===== src/rtl/soc_consts.svh =====
`ifndef SOC_CONSTS_SVH
`define SOC_CONSTS_SVH

// ----------------------------------------------------------------------
// Memory map

// Internal RAM, everything from the base upward
`define RAM_BASE        32'hFFFF_0000
`define RAM_WORDS       2048            // Index is address bits 12:2, contents echo

// Character video RAM, one byte kept per word
`define VRAM_BASE       32'h0800_0000
`define VRAM_LIMIT      32'h0800_4000   // First address past the region
`define VRAM_WORDS      4096

// GPIO register block
`define GPIO_BASE       32'h0300_0000
`define GPIO_LIMIT      32'h0300_0100

// External memory port
`define EXT_BASE        32'h0C00_0000
`define EXT_LIMIT       32'h0D00_0000
`define EXT_ADDR_W      24              // Byte address inside the 16 MB window

// ----------------------------------------------------------------------
// GPIO register offsets, taken from address bits 5:2

`define GPIO_DELAY      4'd0            // R: detected delay, W: delay select
`define GPIO_LED_GREEN  4'd1
`define GPIO_LED_RED    4'd2
`define GPIO_AUX_RST    4'd3            // Coprocessor reset, readable

`define DELAY_W         5

// Returned for reads that hit no region
`define UNMAPPED_DATA   32'hFFFF_FFFF

`endif


===== src/rtl/soc_pkg.sv =====
package soc_pkg;

    // ----------------------------------------------------------------------
    // Bus payload types

    typedef logic [31:0] word_t;    // CPU data word
    typedef logic [31:0] addr_t;    // CPU byte address
    typedef logic [3:0]  strb_t;    // One bit per byte lane
    typedef logic [7:0]  char_t;    // Video RAM cell, one character

    // ----------------------------------------------------------------------
    // Decoded bus target

    typedef enum logic [2:0] {
        REGION_NONE = 3'd0,         // Nothing mapped here, raises bus_irq
        REGION_RAM  = 3'd1,
        REGION_VRAM = 3'd2,
        REGION_GPIO = 3'd3,
        REGION_EXT  = 3'd4          // SDRAM side, variable latency
    } region_t;

endpackage


===== src/rtl/slave_if.sv =====
`timescale 1ns/100ps

// One slave port of the bus decoder
interface slave_if #(
    parameter type data_t = logic [31:0]
) ();

    logic        sel;       // One cycle per access
    logic [29:0] addr;      // Word index, byte address bits 31:2
    data_t       wdata;
    logic [3:0]  wstrb;     // Zero means read
    data_t       rdata;     // Registered, valid the cycle after sel

    modport master (
        output sel,
        output addr,
        output wdata,
        output wstrb,
        input  rdata
    );

    modport slave (
        input  sel,
        input  addr,
        input  wdata,
        input  wstrb,
        output rdata
    );

endinterface


===== src/rtl/gpio_regs.sv =====
`timescale 1ns/100ps
`include "soc_consts.svh"

module gpio_regs import soc_pkg::*; (
    input  logic                clk_rv,
    input  logic                rst_rv,
    slave_if.slave              bus,

    input  logic [`DELAY_W-1:0] delay_sel_det,
    output logic [`DELAY_W-1:0] delay_sel,
    output logic                led_red,
    output logic                led_green,
    output logic                aux_rst
);

    logic [3:0] offset;
    logic       wr_en;
    logic       rd_en;

    assign offset = bus.addr[3:0];      // Byte address bits 5:2
    assign wr_en  = bus.sel && bus.wstrb != '0;
    assign rd_en  = bus.sel && bus.wstrb == '0;

    // ----------------------------------------------------------------------
    // Control registers

    always_ff @(posedge clk_rv) begin
        if (!rst_rv) begin
            delay_sel <= delay_sel_det; // Start from the detected delay
            led_green <= 1'b0;
            led_red   <= 1'b0;
            aux_rst   <= 1'b1;          // Coprocessor held in reset
        end else if (wr_en) begin
            case (offset)
                `GPIO_DELAY:     delay_sel <= bus.wdata[`DELAY_W-1:0];
                `GPIO_LED_GREEN: led_green <= bus.wdata[0];
                `GPIO_LED_RED:   led_red   <= bus.wdata[0];
                `GPIO_AUX_RST:   aux_rst   <= bus.wdata[0];
                default: ;                  // Unused offsets ignore writes
            endcase
        end
    end

    // ----------------------------------------------------------------------
    // Status read

    always_ff @(posedge clk_rv) begin
        if (rd_en) begin
            case (offset)
                `GPIO_DELAY:   bus.rdata <= word_t'(delay_sel_det);
                `GPIO_AUX_RST: bus.rdata <= word_t'(aux_rst);
                default:       bus.rdata <= '0;
            endcase
        end
    end

endmodule


===== src/flat_wrapper.sv =====
// flat-port wrapper written by rule: the top's interface ports become plain ports
module gpio_regs_flat import soc_pkg::*;
  (clk_rv, rst_rv, delay_sel_det, delay_sel, led_red, led_green, aux_rst, bus_sel, bus_addr, bus_wdata, bus_wstrb, bus_rdata);
  slave_if bus_i ();
  input  logic clk_rv;
  input  logic rst_rv;
  input  logic [`DELAY_W-1:0] delay_sel_det;
  output logic [`DELAY_W-1:0] delay_sel;
  output logic led_red;
  output logic led_green;
  output logic aux_rst;
  input wire logic [$bits(bus_i.sel)-1:0] bus_sel;
  input wire logic [$bits(bus_i.addr)-1:0] bus_addr;
  input wire logic [$bits(bus_i.wdata)-1:0] bus_wdata;
  input wire logic [$bits(bus_i.wstrb)-1:0] bus_wstrb;
  output wire logic [$bits(bus_i.rdata)-1:0] bus_rdata;
  assign bus_i.sel = bus_sel;
  assign bus_i.addr = bus_addr;
  assign bus_i.wdata = bus_wdata;
  assign bus_i.wstrb = bus_wstrb;
  assign bus_rdata = bus_i.rdata;
  gpio_regs u_core (.clk_rv(clk_rv), .rst_rv(rst_rv), .bus(bus_i), .delay_sel_det(delay_sel_det), .delay_sel(delay_sel), .led_red(led_red), .led_green(led_green), .aux_rst(aux_rst));
endmodule

===== config.mk =====
export PLATFORM = sky130hd
export DESIGN_NAME = gpio_regs_flat
export DESIGN_NICKNAME = d
export VERILOG_FILES = /design/src/rtl/soc_pkg.sv /design/src/rtl/slave_if.sv /design/src/rtl/gpio_regs.sv /design/src/flat_wrapper.sv
export VERILOG_INCLUDE_DIRS = /design/src /design/src/rtl
export SDC_FILE = /design/constraint.sdc
export NUM_CORES = 1
export LEC_CHECK = 0
export BUFFER_PORTS_ARGS = -buffer_cell sky130_fd_sc_hd__buf_2
export CAP_MARGIN = 5
export CELL_PAD_IN_SITES_DETAIL_PLACEMENT = 1
export CELL_PAD_IN_SITES_GLOBAL_PLACEMENT = 1
export CORE_MARGIN = 2
export CORE_UTILIZATION = 19
export DETAILED_ROUTE_END_ITERATION = 10
export PLACE_DENSITY = 0.89
export RECOVER_POWER = 100
export SYNTH_ARGS = -nofsm -noshare
export SYNTH_HDL_FRONTEND = slang
export SYNTH_SLANG_ARGS = --single-unit

===== constraint.sdc =====
create_clock -name clk_rv -period 2.1 [get_ports clk_rv]
set_input_delay 0.42 -clock clk_rv [delete_from_list [all_inputs] [get_ports clk_rv]]
set_output_delay 0.42 -clock clk_rv [all_outputs]
set_load 0.01 [all_outputs]

==> out/qor.csv <==
stage;metric;value;unit
timing;finalMaxSlewViolations;0;
drt;drt-wirelength-per-cell;10.7;µm
layout;fill_cells;503;
layout;syn_to_final_growth;17.9;%
logic_synthesis;synth_cells;71;
logic_synthesis;synthTopCellsByArea;edfxtp_1 37%, buf_4 25%, dfxtp_1 7.5%;
timing;finalHoldViolCount;0;
worst_setup_path;cp-start-kind;input pin;
layout;final_nets;182;
logic_synthesis;syn_area_per_cell;11.3;µm²
power;p_leak;0.000379;µW
layout;layout-drive-gt1-share;23.4;%
placement;dp_hpwl;1410;µm
logic_synthesis;ys_types;21;
power;peakVddDrop;0.000134;V
logic_synthesis;synth_seq_cells;13;
layout;seqCellArea;360;µm²
floorplan;die_area;4770;µm²
cts;post_cts_resized;0;
worst_setup_path;crit_chain;buf_2 -> nor4_1 -> inv_1 -> o21ai_1;
drt;vias;578;
worst_hold_path;worstHoldPathType;flop to flop;
timing;fmax;631;MHz
drt;ant_nets;0;
worst_setup_path;slowest_delay;430;ps
logic_synthesis;ys_warn_count;0;
worst_setup_path;cp_max_fo;5;
cts;cts.sinks;13;
grt;grt_pass1_vias;608;
timing;fin_crit_sh;75.5;%
cts;tritoncts;done;
drt;finalWirelength;1670;µm
cts;insertion_delay;240;ps
logic_synthesis;yosys.area.top_type;edfxtp_1;
timing;fin_skew;0.125;ps
floorplan;rows;23;
cts;cts_buffer_depth;2;
run;drv_cap;0;
floorplan;top_level_ports;114;
worst_setup_path;crit_type;input pin to flop;
power;power_density;639;nW/µm²
layout;multi_input_area;320;µm²
grt;grt_pass1_wl;2700;µm
worst_setup_path;cpMaxStageDelayCell;o21ai_1;
timing;finalSetupViolCount;0;
worst_setup_path;end_kind;flop;
logic_synthesis;syn_area;805;µm²
drt;drt_iter0_drc;31;
cts;cts_root_buffer;clkbuf_8;
placement;routabilityCongestion;0.679;
drt;dr.pass1.iters;4;
cts;htreeDepth;1;
floorplan;core;4030;µm²
worst_setup_path;required;1980;ps
power;p_total;606;µW
drt;via_per_inst;3.68;
cts;clk_pin_slew;50;ps
grt;grt_overflow;0;
grt;grt_util_all_layers;7.13;%
timing;fin_crit;1590;ps
grt;grt_max_degree;11;
layout;diodes;0;
drt;drc;0;
timing;tns;0;ps
timing;rsz0062_at_grt;false;
cts;cts_setup_buffers;0;
placement;port-buffer-count;33;
cts;hold_buffers;0;
floorplan;fp.dieW;69.1;µm
floorplan;die_h;69.1;µm
floorplan;initial_core_util;20.0;%
logic_synthesis;synth_top_area_share;37.3;%
grt;antenna_found_initial;0;
outcome;status;complete, no violations;
cts;cts_buffers;3;
logic_synthesis;seq_area_frac_synth;44.8;%
worst_setup_path;worst-endpoint-arrival;1470;ps
[path summary, 6_finish.rpt]
path | startpoint | endpoint | slack [ps] | depth (start not counted)
max reg2reg | u_core.aux_rst | u_core.bus.rdata[0] | 1300 | 1
min reg2reg | u_core.led_red | u_core.led_red | 470 | 2
min | u_core.led_red | u_core.led_red | 470 | 2
max | bus_addr[0] | u_core.delay_sel[0] | 510 | 4
[where the power goes]
part           internal (µW)  switching [µW]  total, µW
Combinational           30.4            59.9       90.3
Sequential               290            3.21        293
Clock                    134            88.3        222
Total                    455             151        606
[Yosys cell counts]
| master | instances |
|---|---|
| edfxtp_1 | 10 |
| conb_1 | 1 |
| mux2i_1 | 1 |
| or4b_4 | 1 |
| nor4_1 | 2 |
| inv_1 | 3 |
| mux2_2 | 4 |
| o31ai_1 | 1 |
| clkbuf_1 | 1 |
| o311ai_1 | 1 |
| buf_4 | 27 |
| o21ai_1 | 2 |
| nand2_1 | 2 |
| nor3b_1 | 2 |
| and2_1 | 5 |
| o21ai_0 | 1 |
| a32o_1 | 1 |
| o211ai_1 | 1 |
| o41ai_4 | 1 |
| dfxtp_1 | 3 |
| nand4bb_1 | 1 |
[critical path: cells and delay by family]
family | cells | cell delay [ps]
compound gates | 1 | 430
simple gates | 1 | 410
buf+inv | 2 | 210
[per-layer routing]
metal / vias to the layer above / track usage [%] / wire, µm
met5: - / 0 / 0
met4: 0 / 4.58 / 42
met3: 5 / 1.90 / 195
met2: 36 / 13.8 / 880
met1: 268 / 6.38 / 557
li1: 269 / - / -
[state kept, by name, indices dropped and copies added, names as in the netlist]
signal,flops
u_core.bus.rdata,5
u_core.delay_sel,5
u_core.aux_rst,1
u_core.led_green,1
u_core.led_red,1
[cells in the final DEF (no fill, tap or decap), drive strengths merged]
master and instances:
or4b 1, mux2 4, buf 17, o41ai 1, o21ai 3, o31ai 1, nor3b 2, nor4 2
edfxtp 10, and2 5, nand2 2, clkbuf 21, o311ai 1, mux2i 1, dfxtp 3, inv 3
a32o 1, o211ai 1, conb 27, nand4bb 1
[kinds of logic after synthesis]
logic type	share of synthesized area (%)
AO/OA/AOI/OAI	9.49
buffers and inverters	27.1
flip-flops	44.8
multiplexers	6.84
other	0.466
AND/OR/NAND/NOR	11.4
[stage by stage]
stage / area, µm² / setup slack (ps) / std cells / hold WS [ps] / utilization (%)
3_3_place_gp: 931 / 284 / 153 / 442 / 23.1
6_report: 948 / 515 / 157 / 468 / 23.5
5_1_grt: 948 / 397 / 157 / 480 / 23.5
2_1_floorplan: 902 / 459 / 97 / 479 / -
3_5_place_dp: 931 / 246 / 153 / 463 / 23.1
4_1_cts: 976 / 501 / 157 / 468 / 24.2
[layout make-up]
| class | instances | area share [%] |
|---|---|---|
| Timing Repair Buffer | 34 | 15.7 |
| Tap cell | 50 | 6.60 |
| Clock buffer | 4 | 4.75 |
| Sequential cell | 13 | 38.0 |
| Multi-Input combinational cell | 53 | 33.8 |
| Inverter | 3 | 1.19 |
(Power assumes the default switching activity.)
