--- config.mk ---
export PLATFORM = sky130hd
export DESIGN_NAME = bus_decoder_flat
export DESIGN_NICKNAME = d
export VERILOG_FILES = /design/src/rtl/soc_pkg.sv /design/src/rtl/slave_if.sv /design/src/rtl/bus_decoder.sv /design/src/flat_wrapper.sv
export VERILOG_INCLUDE_DIRS = /design/src /design/src/rtl
export SDC_FILE = /design/constraint.sdc
export NUM_CORES = 1
export LEC_CHECK = 0
export ABC_AREA = 1
export ABC_CLOCK_PERIOD_IN_PS = 1900
export BUFFER_PORTS_ARGS = -buffer_cell sky130_fd_sc_hd__buf_2
export CAP_MARGIN = 0
export CORE_AREA = 2 2 208 210
export DETAILED_ROUTE_END_ITERATION = 8
export DIE_AREA = 0 0 210 212
export SYNTH_ARGS = -nofsm -noshare
export SYNTH_HDL_FRONTEND = slang
export SYNTH_SLANG_ARGS = --single-unit
--- constraint.sdc ---
create_clock -name clk_rv -period 1.9 [get_ports clk_rv]
set_clock_uncertainty 0.15 [all_clocks]
set_input_delay 0.285 -clock clk_rv [delete_from_list [all_inputs] [get_ports clk_rv]]
set_output_delay 0.285 -clock clk_rv [all_outputs]
set_load 0.01 [all_outputs]
--- src/rtl/soc_consts.svh ---
`ifndef SOC_CONSTS_SVH
`define SOC_CONSTS_SVH

// ----------------------------------------------------------------------
// Memory map

// Internal RAM, everything from the base upward
`define RAM_BASE        32'hFFFF_0000
`define RAM_WORDS       2048            // Index is address bits 12:2, contents echo

// Character video RAM, one byte kept per word
`define VRAM_BASE       32'h0800_0000
`define VRAM_LIMIT      32'h0800_4000   // First address past the region
`define VRAM_WORDS      4096

// GPIO register block
`define GPIO_BASE       32'h0300_0000
`define GPIO_LIMIT      32'h0300_0100

// External memory port
`define EXT_BASE        32'h0C00_0000
`define EXT_LIMIT       32'h0D00_0000
`define EXT_ADDR_W      24              // Byte address inside the 16 MB window

// ----------------------------------------------------------------------
// GPIO register offsets, taken from address bits 5:2

`define GPIO_DELAY      4'd0            // R: detected delay, W: delay select
`define GPIO_LED_GREEN  4'd1
`define GPIO_LED_RED    4'd2
`define GPIO_AUX_RST    4'd3            // Coprocessor reset, readable

`define DELAY_W         5

// Returned for reads that hit no region
`define UNMAPPED_DATA   32'hFFFF_FFFF

`endif

--- src/rtl/soc_pkg.sv ---
package soc_pkg;

    // ----------------------------------------------------------------------
    // Bus payload types

    typedef logic [31:0] word_t;    // CPU data word
    typedef logic [31:0] addr_t;    // CPU byte address
    typedef logic [3:0]  strb_t;    // One bit per byte lane
    typedef logic [7:0]  char_t;    // Video RAM cell, one character

    // ----------------------------------------------------------------------
    // Decoded bus target

    typedef enum logic [2:0] {
        REGION_NONE = 3'd0,         // Nothing mapped here, raises bus_irq
        REGION_RAM  = 3'd1,
        REGION_VRAM = 3'd2,
        REGION_GPIO = 3'd3,
        REGION_EXT  = 3'd4          // SDRAM side, variable latency
    } region_t;

endpackage

--- src/rtl/slave_if.sv ---
`timescale 1ns/100ps

// One slave port of the bus decoder
interface slave_if #(
    parameter type data_t = logic [31:0]
) ();

    logic        sel;       // One cycle per access
    logic [29:0] addr;      // Word index, byte address bits 31:2
    data_t       wdata;
    logic [3:0]  wstrb;     // Zero means read
    data_t       rdata;     // Registered, valid the cycle after sel

    modport master (
        output sel,
        output addr,
        output wdata,
        output wstrb,
        input  rdata
    );

    modport slave (
        input  sel,
        input  addr,
        input  wdata,
        input  wstrb,
        output rdata
    );

endinterface

--- src/rtl/bus_decoder.sv ---
`timescale 1ns/100ps
`include "soc_consts.svh"

module bus_decoder import soc_pkg::*; (
    input  logic                   clk_rv,
    input  logic                   rst_rv,

    // CPU native memory bus
    input  logic                   mem_valid,
    input  addr_t                  mem_la_addr,
    input  addr_t                  mem_addr,
    input  word_t                  mem_wdata,
    input  strb_t                  mem_wstrb,
    output logic                   mem_ready,
    output word_t                  mem_rdata,

    // External memory port
    output logic                   ext_valid,
    output logic [`EXT_ADDR_W-1:0] ext_addr,
    output word_t                  ext_wdata,
    output strb_t                  ext_wstrb,
    input  logic                   ext_ready,
    input  word_t                  ext_rdata,

    output logic                   bus_irq,

    slave_if.master                ram_bus,
    slave_if.master                vram_bus,
    slave_if.master                gpio_bus
);

    region_t region_q;
    logic    int_req;
    logic    int_ready_q;
    logic    ext_ack_q;
    word_t   ext_rdata_q;
    logic    ram_sel;
    logic    vram_sel;
    logic    gpio_sel;

    function automatic region_t classify(input addr_t a);
        region_t r;
        r = REGION_NONE;
        if (a >= `RAM_BASE)
            r = REGION_RAM;
        else if (a >= `VRAM_BASE && a < `VRAM_LIMIT)
            r = REGION_VRAM;
        else if (a >= `GPIO_BASE && a < `GPIO_LIMIT)
            r = REGION_GPIO;
        else if (a >= `EXT_BASE && a < `EXT_LIMIT)
            r = REGION_EXT;
        return r;
    endfunction

    // ----------------------------------------------------------------------
    // Region register, taken from the look-ahead address

    // Held while an access waits so that a slow external access keeps its target
    always_ff @(posedge clk_rv) begin
        if (!rst_rv) begin
            region_q <= REGION_NONE;
        end else if (!mem_valid || mem_ready) begin
            region_q <= classify(mem_la_addr);
        end
    end

    // ----------------------------------------------------------------------
    // Internal slaves and unmapped accesses, fixed one-cycle latency

    assign int_req = mem_valid && !mem_ready && region_q != REGION_EXT;

    assign ram_sel  = int_req && region_q == REGION_RAM;
    assign vram_sel = int_req && region_q == REGION_VRAM;
    assign gpio_sel = int_req && region_q == REGION_GPIO;

    assign ram_bus.sel    = ram_sel;
    assign ram_bus.addr   = mem_addr[31:2];
    assign ram_bus.wdata  = mem_wdata;
    assign ram_bus.wstrb  = mem_wstrb;

    assign vram_bus.sel   = vram_sel;
    assign vram_bus.addr  = mem_addr[31:2];
    assign vram_bus.wdata = char_t'(mem_wdata);  // Low byte only
    assign vram_bus.wstrb = mem_wstrb;

    assign gpio_bus.sel   = gpio_sel;
    assign gpio_bus.addr  = mem_addr[31:2];
    assign gpio_bus.wdata = mem_wdata;
    assign gpio_bus.wstrb = mem_wstrb;

    always_ff @(posedge clk_rv) begin
        if (!rst_rv) begin
            int_ready_q <= 1'b0;
        end else begin
            int_ready_q <= int_req;
        end
    end

    // ----------------------------------------------------------------------
    // External port handshake

    // Drops by itself once ext_ack_q turns into mem_ready
    assign ext_valid = mem_valid && !mem_ready && region_q == REGION_EXT;
    assign ext_addr  = mem_addr[`EXT_ADDR_W-1:0];
    assign ext_wdata = mem_wdata;
    assign ext_wstrb = mem_wstrb;

    always_ff @(posedge clk_rv) begin
        if (!rst_rv) begin
            ext_ack_q <= 1'b0;
        end else begin
            ext_ack_q <= ext_valid && ext_ready;
        end
    end

    always_ff @(posedge clk_rv) begin
        ext_rdata_q <= ext_rdata;   // Sampled alongside ready
    end

    assign mem_ready = int_ready_q || ext_ack_q;

    // ----------------------------------------------------------------------
    // Read data and bus error

    always_comb begin
        case (region_q)
            REGION_RAM:  mem_rdata = ram_bus.rdata;
            REGION_VRAM: mem_rdata = word_t'(vram_bus.rdata);
            REGION_GPIO: mem_rdata = gpio_bus.rdata;
            REGION_EXT:  mem_rdata = ext_rdata_q;
            default:     mem_rdata = `UNMAPPED_DATA;
        endcase
    end

    // Sticky until reset
    always_ff @(posedge clk_rv) begin
        if (!rst_rv) begin
            bus_irq <= 1'b0;
        end else if (int_req && region_q == REGION_NONE) begin
            bus_irq <= 1'b1;
        end
    end

endmodule

--- src/flat_wrapper.sv ---
// flat-port wrapper written by rule: the top's interface ports become plain ports
module bus_decoder_flat import soc_pkg::*;
  (clk_rv, rst_rv, mem_valid, mem_la_addr, mem_addr, mem_wdata, mem_wstrb, mem_ready, mem_rdata, ext_valid, ext_addr, ext_wdata, ext_wstrb, ext_ready, ext_rdata, bus_irq, ram_bus_sel, ram_bus_addr, ram_bus_wdata, ram_bus_wstrb, ram_bus_rdata, vram_bus_sel, vram_bus_addr, vram_bus_wdata, vram_bus_wstrb, vram_bus_rdata, gpio_bus_sel, gpio_bus_addr, gpio_bus_wdata, gpio_bus_wstrb, gpio_bus_rdata);
  slave_if ram_bus_i ();
  slave_if vram_bus_i ();
  slave_if gpio_bus_i ();
  input  logic clk_rv;
  input  logic rst_rv;
  input  logic mem_valid;
  input  addr_t mem_la_addr;
  input  addr_t mem_addr;
  input  word_t mem_wdata;
  input  strb_t mem_wstrb;
  output logic mem_ready;
  output word_t mem_rdata;
  output logic ext_valid;
  output logic [`EXT_ADDR_W-1:0] ext_addr;
  output word_t ext_wdata;
  output strb_t ext_wstrb;
  input  logic ext_ready;
  input  word_t ext_rdata;
  output logic bus_irq;
  output wire logic [$bits(ram_bus_i.sel)-1:0] ram_bus_sel;
  output wire logic [$bits(ram_bus_i.addr)-1:0] ram_bus_addr;
  output wire logic [$bits(ram_bus_i.wdata)-1:0] ram_bus_wdata;
  output wire logic [$bits(ram_bus_i.wstrb)-1:0] ram_bus_wstrb;
  input wire logic [$bits(ram_bus_i.rdata)-1:0] ram_bus_rdata;
  output wire logic [$bits(vram_bus_i.sel)-1:0] vram_bus_sel;
  output wire logic [$bits(vram_bus_i.addr)-1:0] vram_bus_addr;
  output wire logic [$bits(vram_bus_i.wdata)-1:0] vram_bus_wdata;
  output wire logic [$bits(vram_bus_i.wstrb)-1:0] vram_bus_wstrb;
  input wire logic [$bits(vram_bus_i.rdata)-1:0] vram_bus_rdata;
  output wire logic [$bits(gpio_bus_i.sel)-1:0] gpio_bus_sel;
  output wire logic [$bits(gpio_bus_i.addr)-1:0] gpio_bus_addr;
  output wire logic [$bits(gpio_bus_i.wdata)-1:0] gpio_bus_wdata;
  output wire logic [$bits(gpio_bus_i.wstrb)-1:0] gpio_bus_wstrb;
  input wire logic [$bits(gpio_bus_i.rdata)-1:0] gpio_bus_rdata;
  assign ram_bus_sel = ram_bus_i.sel;
  assign ram_bus_addr = ram_bus_i.addr;
  assign ram_bus_wdata = ram_bus_i.wdata;
  assign ram_bus_wstrb = ram_bus_i.wstrb;
  assign ram_bus_i.rdata = ram_bus_rdata;
  assign vram_bus_sel = vram_bus_i.sel;
  assign vram_bus_addr = vram_bus_i.addr;
  assign vram_bus_wdata = vram_bus_i.wdata;
  assign vram_bus_wstrb = vram_bus_i.wstrb;
  assign vram_bus_i.rdata = vram_bus_rdata;
  assign gpio_bus_sel = gpio_bus_i.sel;
  assign gpio_bus_addr = gpio_bus_i.addr;
  assign gpio_bus_wdata = gpio_bus_i.wdata;
  assign gpio_bus_wstrb = gpio_bus_i.wstrb;
  assign gpio_bus_i.rdata = gpio_bus_rdata;
  bus_decoder u_core (.clk_rv(clk_rv), .rst_rv(rst_rv), .mem_valid(mem_valid), .mem_la_addr(mem_la_addr), .mem_addr(mem_addr), .mem_wdata(mem_wdata), .mem_wstrb(mem_wstrb), .mem_ready(mem_ready), .mem_rdata(mem_rdata), .ext_valid(ext_valid), .ext_addr(ext_addr), .ext_wdata(ext_wdata), .ext_wstrb(ext_wstrb), .ext_ready(ext_ready), .ext_rdata(ext_rdata), .bus_irq(bus_irq), .ram_bus(ram_bus_i), .vram_bus(vram_bus_i), .gpio_bus(gpio_bus_i));
endmodule
==> results.md, run 1 <==
* Wirelength, routed at between 15 and 20 mm
* Initial core utilization at 0.0912
* Vias in the first global route at 3272
* Die Area at between 40000 and 50000 sq um
* Cell with the most instances after synthesis: buf_4
* Gpl congestion at roughly 0.88
* Largest net degree at the start of global routing at 28
* FF-to-FF setup slack at around 0.57 ns
* Buf+Inv Stages, Crit Path at 4
* Detail Route Antenna Nets at 0
* Vias per cell at ~3.1
* H-tree lvl count at 2
* Met1 wire length at between 4 and 5 mm
* Fmax at roughly 480 MHz
* Area of the mapped netlist at around 3900 sq um
* CTS tree: done
* Register area share after synthesis at 0.196
* Top-Level Pins at between 500 and 600
* Share of the synthesized area in the top cell type at 0.500
* Core Region at 42500 sq um
* HPWL after DPL at about 14 mm
* Top routing layer in use: met5
* Static Leak at approximately 0.0019 uW
* Synth area leader: buf_4
* CTS Buf Count at 5
* Worst-path clk slew at 0.06 ns
* Worst Hold Class: in2reg
* Peak supply drop at between 0.4 and 0.5 mV
* Clock power frac at 0.389
* Worst-skew pair later-pin latency at 0.29 ns
* Die Y at around 210 um
* Metal3 WL at roughly 3.3 mm
* Top delay family on crit path: buffers and inverters
* Minimum clock period at ~2.1 ns
* Nets@finish at 789
* Post-synth EDFFs at 0
* Max clock buf depth at 2
* Worst path slowest cell: dfxtp_4
* Pwr Density at around 470 nW/um^2
* P_int at about 1600 uW
* # port buffers at ~190
* Final count of pins violating max slew at 0
* Top cells by area, synth: buf_4 50%, dfxtp_1 20%, nand2_1 10%, a22oi_1 3.9%, nand4_1 2.9%
* Netlist cell types at 24
* Final Instance Area at ~4700 sq um
* Initial DRC Count at just over 90
* Placed cell areas at 3790 sq um
* First-pass GRT wire length at between 20 and 25 mm
* WL per Instance at roughly 16 um
* Max-cap violations at 0
* Crit path capture type: output port
* Yosys warns at 0
* Antenna Cells at 0
* CP Max Fanout at 16
* Setup WS post-layout at -0.163 ns
* Area Growth Syn to Fin at 20.7%
* Residual DRC at 0
* Horiz. Die Dim at 210 um
* All-Layer GR Usage at 0.0737
* DR vias at 3369
* Synthesis-stage register bit count at 38
* Logic gate share of total power at 0.221
* Sw Pwr at slightly above 600 uW
* Synth Flop Type: dfxtp_1
* Final Hold Vio Count at 0
* Clock Tree Root: clkbuf_16
* Antenna violations before repair at 0
* Period utilization at 1.09
* RSZ-0062 raised after global routing: true
* DR WL met2 at 9.05 mm
* Startpoint types: flip-flop
* Count of final setup violators at 32
* Failing checks: setup timing
* Switching Share at 0.284
* Seq pwr share at 0.390
* Req. time, crit path at 1.46 ns
* Outcome: complete, but fails checks
* CP Class: reg2out
* Row count at 76
* CTS sink cnt at 38
* Ys async rst share at 0
* Mean post-synth cell area at about 7 sq um
* Hold Slack at 0.0985 ns
* Commonest cells in the netlist: 258 x buf_4, 103 x nand2_1, 38 x dfxtp_1, 29 x nor2_1, 20 x a22oi_1
* Cell Chain, Critical Path: inv_2 > buf_6 > o211ai_4 > buf_12 > o2111ai_1 > buf_2
* Total grt overflow at 0
* Slowest stage delay, CP at a little under 0.4 ns
* Pre-antenna DRT Iters at 6
* Mapped Cells at around 550
* WP data arrival at 1.63 ns
* Layout cells sized above 1 at 0.504
per-layer routing:
layer	up-vias	track usage
li1	1477	-
met1	1371	0.0465
met2	438	0.135
met5	-	0.00890
met3	81	0.0527
met4	2	0.0651
metrics by stage:
step	TNS, ns	worst slack (ns)	total power [uW]	std cells	utilization
3_3_place_gp	-0.0320	-0.0320	1240	1054	0.0891
2_1_floorplan	0	0.369	1540	569	-
3_5_place_dp	-0.0265	-0.0265	1250	1054	0.0891
5_1_grt	-5.72	-0.242	2310	1103	0.110
6_report	-3.31	-0.163	2190	1103	0.110
4_1_cts	-5.10	-0.185	2200	1101	0.105
cell usage in the layout, fill, tap and decap left out, types with 8 or more instances in the layout:
cell | netlist | routed
inv_1 | 16 | 14
conb_1 | 1 | 24
a22oi_2 | 0 | 16
a21oi_1 | 14 | 9
clkbuf_16 | 0 | 8
nand3_1 | 16 | 15
dlygate4sd3_1 | 0 | 32
nand2_2 | 0 | 13
dfxtp_1 | 38 | 35
buf_2 | 11 | 193
buf_4 | 258 | 13
nand4_1 | 18 | 18
nor2_1 | 29 | 27
nand2_1 | 103 | 88
kinds of logic (layout without fill, tap and decap cells):
family | after synthesis | after routing | synth area share
buffers and inverters | 293 | 281 | 0.539
and+or+nand+nor | 171 | 171 | 0.188
DFF | 38 | 38 | 0.196
AOI/OAI and AO/OA | 43 | 43 | 0.0755
other | 1 | 24 | 0.000967
path summary, 6_finish.rpt:
kind / from / end / cells past startpoint
worst min register to register: u_core.bus_irq / u_core.bus_irq / 2
worst max-delay path: u_core.region_q[0] / mem_rdata[27] / 6
worst min-delay path: rst_rv / u_core.region_q[0] / 3
worst max register to register: u_core.ext_ack_q / u_core.ext_ack_q / 6
worst reg2reg max path: stages (launching register included):
cell,delay (ns)
dfxtp_1,0.30
or2_1,0.27
nor2_4,0.14
inv_2,0.11
nor2_4,0.11
nand2_1,0.08
nor2_1,0.10
power by group through the flow:
stage / combinational, uW / clock [uW] / sequential (uW)
CTS: 452 / 897 / 853
finish: 483 / 852 / 854
global route: 524 / 930 / 856
floorplan: 678 / 0 / 865
detailed placement: 375 / 0 / 871
global placement: 372 / 0 / 871
registers in the layout, summed over array words and instances (netlist names):
name                flops
u_core.bus_irq          1
u_core.ext_ack_q        1
u_core.ext_rdata_q     32
u_core.int_ready_q      1
u_core.region_q         3
repair_timing:
item	4_1_cts	5_1_grt
hold buffers	32	0
gates resized for setup	28	42
cloned	3	3
hold endpoints to repair	32	0
pin swaps	5	10
setup buffers	5	0
endpoints found under the setup margin	33	33
final cells by class:
type	count	area [sq um]
Clock buffer	5	125
Clock inverter	2	15.0
Fill cell	4850	37800
Inverter	21	98.8
Multi-Input combinational cell	238	1300
Sequential cell	38	769
Tap cell	546	683
Timing Repair Buffer	253	1690
Note: power is estimated with default switching activity, not from simulation.
==> run 2, diff against run 1 <==
- ABC_AREA: 1 -> default
- ABC_CLOCK_PERIOD_IN_PS: 1900 -> 2300
- CORE_AREA: 2 2 208 210 -> 2 2 203 205
- DIE_AREA: 0 0 210 212 -> 0 0 205 207
- clock period: 1.9 -> 2.3 ns (I/O delays scaled with it)
==> results.md, run 2 <==
* Outcome: finished, final reports clean
* Post-synth EDFFs at 0 (unchanged)
* DR vias at 3284 (-2.5%)
* Peak supply drop at 0.453 mV (+13%)
* First-pass GRT wire length at 22.0 mm (-3.4%)
* Final Instance Area at 4400 sq um (-6.0%)
* Switching Share at 0.240 (-0.0437)
* Finished Layout Cells at 1074 (-2.6%)
* Worst Hold Class: in2reg
* CTS Buf Count at 5 (unchanged)
* Crit path capture type: output port
* Horiz. Die Dim at 205 um (-2.4%)
* Detail Route Antenna Nets at 0 (unchanged)
* Core Region at 40400 sq um (-5.0%)
* RSZ-0062 raised after global routing: true
* Mean post-synth cell area at 7.39 sq um (+4.0%)
* Clock Tree Root: clkbuf_16
* Max-cap violations at 0 (unchanged)
* Netlist cell types at 31 (+29%)
* Layout cells sized above 1 at 0.432 (-0.0728)
* All-Layer GR Usage at 0.0726 (-0.00106)
* CTS sink cnt at 38 (unchanged)
* Pwr Density at 460 nW/um^2 (-1.7%)
* Top cells by area, synth: buf_4 48%, dfxtp_1 19%, a21oi_1 4.1%, nand2_1 3.7%, a211oi_1 2.8%
* Synth area leader: buf_4
* Synthesis-stage register bit count at 38 (unchanged)
* WP data arrival at 1.66 ns (+0.03 ns)
* Hold Slack at 0.124 ns (+0.0250 ns)
* Max clock buf depth at 2 (unchanged)
* Metal3 WL at 3.10 mm (-6.7%)
* Antenna Cells at 0 (unchanged)
* Cell with the most instances after synthesis: buf_4
* Pre-antenna DRT Iters at 4 (-2)
* Storage element area at 763 sq um (-0.81%)
* Initial core utilization at 0.0997 (+0.00852)
* Row count at 74 (-2.6%)
* P_int at 1540 uW (-1.9%)
* CTS tree: done
* Placed cell areas at 3800 sq um (+0.43%)
* Clock power frac at 0.475 (+0.086)
* Max FFs per register at 32 (unchanged)
* Yosys warns at 0 (unchanged)
* Top-Level Pins at 528 (unchanged)
* Most frequent cells in the layout: 194 x buf_2, 39 x nand2_1, 36 x dfxtp_1
* Count of final setup violators at 0 (-100%)
* Multi-input gate area at 1250 sq um (-3.2%)
* Seq pwr share at 0.349 (-0.041)
* HPWL after DPL at 13.9 mm (-0.53%)
* Gpl congestion at 0.932 (+6.1%)
* Synth Flop Type: dfxtp_1
* Total grt overflow at 0 (unchanged)
* Wirelength, routed at 16.5 mm (-8.6%)
* Worst-skew pair later-pin latency at 0.30 ns (about the same)
* Ys async rst share at 0 (unchanged)
* Commonest cells in the netlist: 260 x buf_4, 40 x nand2_1, 38 x dfxtp_1, 33 x a21oi_1, 27 x nor2_1
* Nets@finish at 773 (-2.0%)
* Share of the synthesized area in the top cell type at 0.485 (-0.0147)
* Fmax at between 400 and 500 MHz
* Req. time, crit path at 1.80 ns (+0.34 ns)
* Area of the mapped netlist at 4030 sq um (+3.8%)
* Top Registers: u_core.ext_rdata_q: 32 flops, u_core.region_q: 3 flops
* Initial DRC Count at 114 (+24%)
* Met1 wire length at 3.73 mm (-7.0%)
* Fillers at 4784 (-1.4%)
* Final Hold Vio Count at 0 (unchanged)
* Die Area at 42400 sq um (-4.7%)
* CP Class: reg2out
* H-tree lvl count at 2 (unchanged)
* Top routing layer in use: met5
* Commonest non-fill, non-tap cell in the layout: buf_2
* Mapped Cells at 545 (-0.18%)
* Logic gate share of total power at 0.177 (-0.044)
* Worst-Margin Slew at about 0.55 ns
* Rel. slew slack at 0.630
* Worst-path clk slew at 0.06 ns (about the same)
* Top reg by flops: u_core.ext_rdata_q
* Register area share after synthesis at 0.189 (-0.00726)
* Residual DRC at 0 (unchanged)
* Placed Cells at 1027 (-2.6%)
* Antenna violations before repair at 0 (unchanged)
* Final count of pins violating max slew at 0 (unchanged)
* CP Max Fanout at 6 (-10)
* Sw Pwr at 486 uW (-22%)
* Startpoint types: flip-flop
* Minimum clock period at between 2 and 2.5 ns
* Period utilization at 0.935
* Static Leak at 0.00186 uW (-3.3%)
* Vias per cell at 3.06 (+0.11%)
* WL per Instance at 15.3 um (-6.1%)
* Vias in the first global route at 3444 (+5.3%)
* DR WL met2 at 8.39 mm (-7.3%)
* # port buffers at 193 (unchanged)
* Area Growth Syn to Fin at 9.26%
* Die Y at 207 um (-2.4%)
* Largest net degree at the start of global routing at 33 (+18%)
[run 2: changes by cell type after synthesis, sizes merged, moves of 12 or more]
cell | before | now
a21oi | 14 | 33
o21ai | 1 | 16
nand2 | 103 | 40
a22oi | 20 | 0
nor2b | 0 | 13
a211oi | 0 | 15
nand3 | 18 | 2
nand2b | 0 | 13
nand4 | 18 | 6
[run 2: final cells by class]
class / instances / area share
multi-input cells: 232 / 0.285
clock inverters: 2 / 0.0137
inverters: 18 / 0.0154
clock buffers: 6 / 0.0316
repair buffers: 246 / 0.329
flip-flops and latches: 38 / 0.173
well taps: 532 / 0.151
[run 2: worst max-delay path, stage by stage, from the launching register on]
cell and delay, ns:
dfxtp_2 0.35, nor2b_1 0.14, buf_4 0.14, nor2b_4 0.19
buf_6 0.15, buf_4 0.13, nand2_1 0.04, o21ai_0 0.06
buf_2 0.15
[run 2: what timing repair did]
action | 4_1_cts | 5_1_grt
endpoints found under the setup margin | 20 | 23
buffers inserted | 3 | 3
endpoints found under the hold margin | 32 | 0
pin swaps | 0 | 0
hold buffers | 32 | 0
gates cloned | 0 | 1
gates resized for setup | 7 | 4
[run 2: path summary, 6_finish.rpt]
path / slack [ns] / cells after the start / from / end
setup reg to reg: 0.95 / 4 / u_core.ext_ack_q / u_core.region_q[0]
hold / removal: 0.12 / 3 / ext_ready / u_core.ext_ack_q
hold reg to reg: 0.43 / 2 / u_core.bus_irq / u_core.bus_irq
setup / recovery: 0.15 / 8 / u_core.region_q[0] / mem_rdata[13]
[run 2: power by group through the flow]
stage / Combinational (uW) / Clock, uW / Sequential [uW]
after floorplan: 561 / 0 / 714
after global routing: 392 / 1030 / 708
after detailed placement: 301 / 0 / 720
final: 357 / 961 / 705
after CTS: 350 / 1010 / 706
after global placement: 298 / 0 / 720
[run 2: routing by layer]
layer / GRT usage / up-vias
li1: - / 1469
met1: 0.0463 / 1359
met2: 0.132 / 391
met3: 0.0552 / 61
met4: 0.0536 / 4
met5: 0.0196 / -
[run 2: logic make-up after synthesis]
logic type,Yosys count,synth area share
AOI/OAI and AO/OA,85,0.130
other,1,0.000931
and+or+nand+nor,117,0.140
muxes,6,0.0149
buffers and inverters,298,0.525
DFF,38,0.189
[run 2: through the flow]
step	total power (uW)	setup WS (ns)	setup TNS, ns	util
2_1_floorplan	1270	0.587	0	-
3_3_place_gp	1020	0.243	0	0.0942
3_5_place_dp	1020	0.262	0	0.0942
4_1_cts	2060	0.0252	0	0.108
5_1_grt	2130	-0.00894	-0.0136	0.109
6_report	2020	0.149	0	0.109
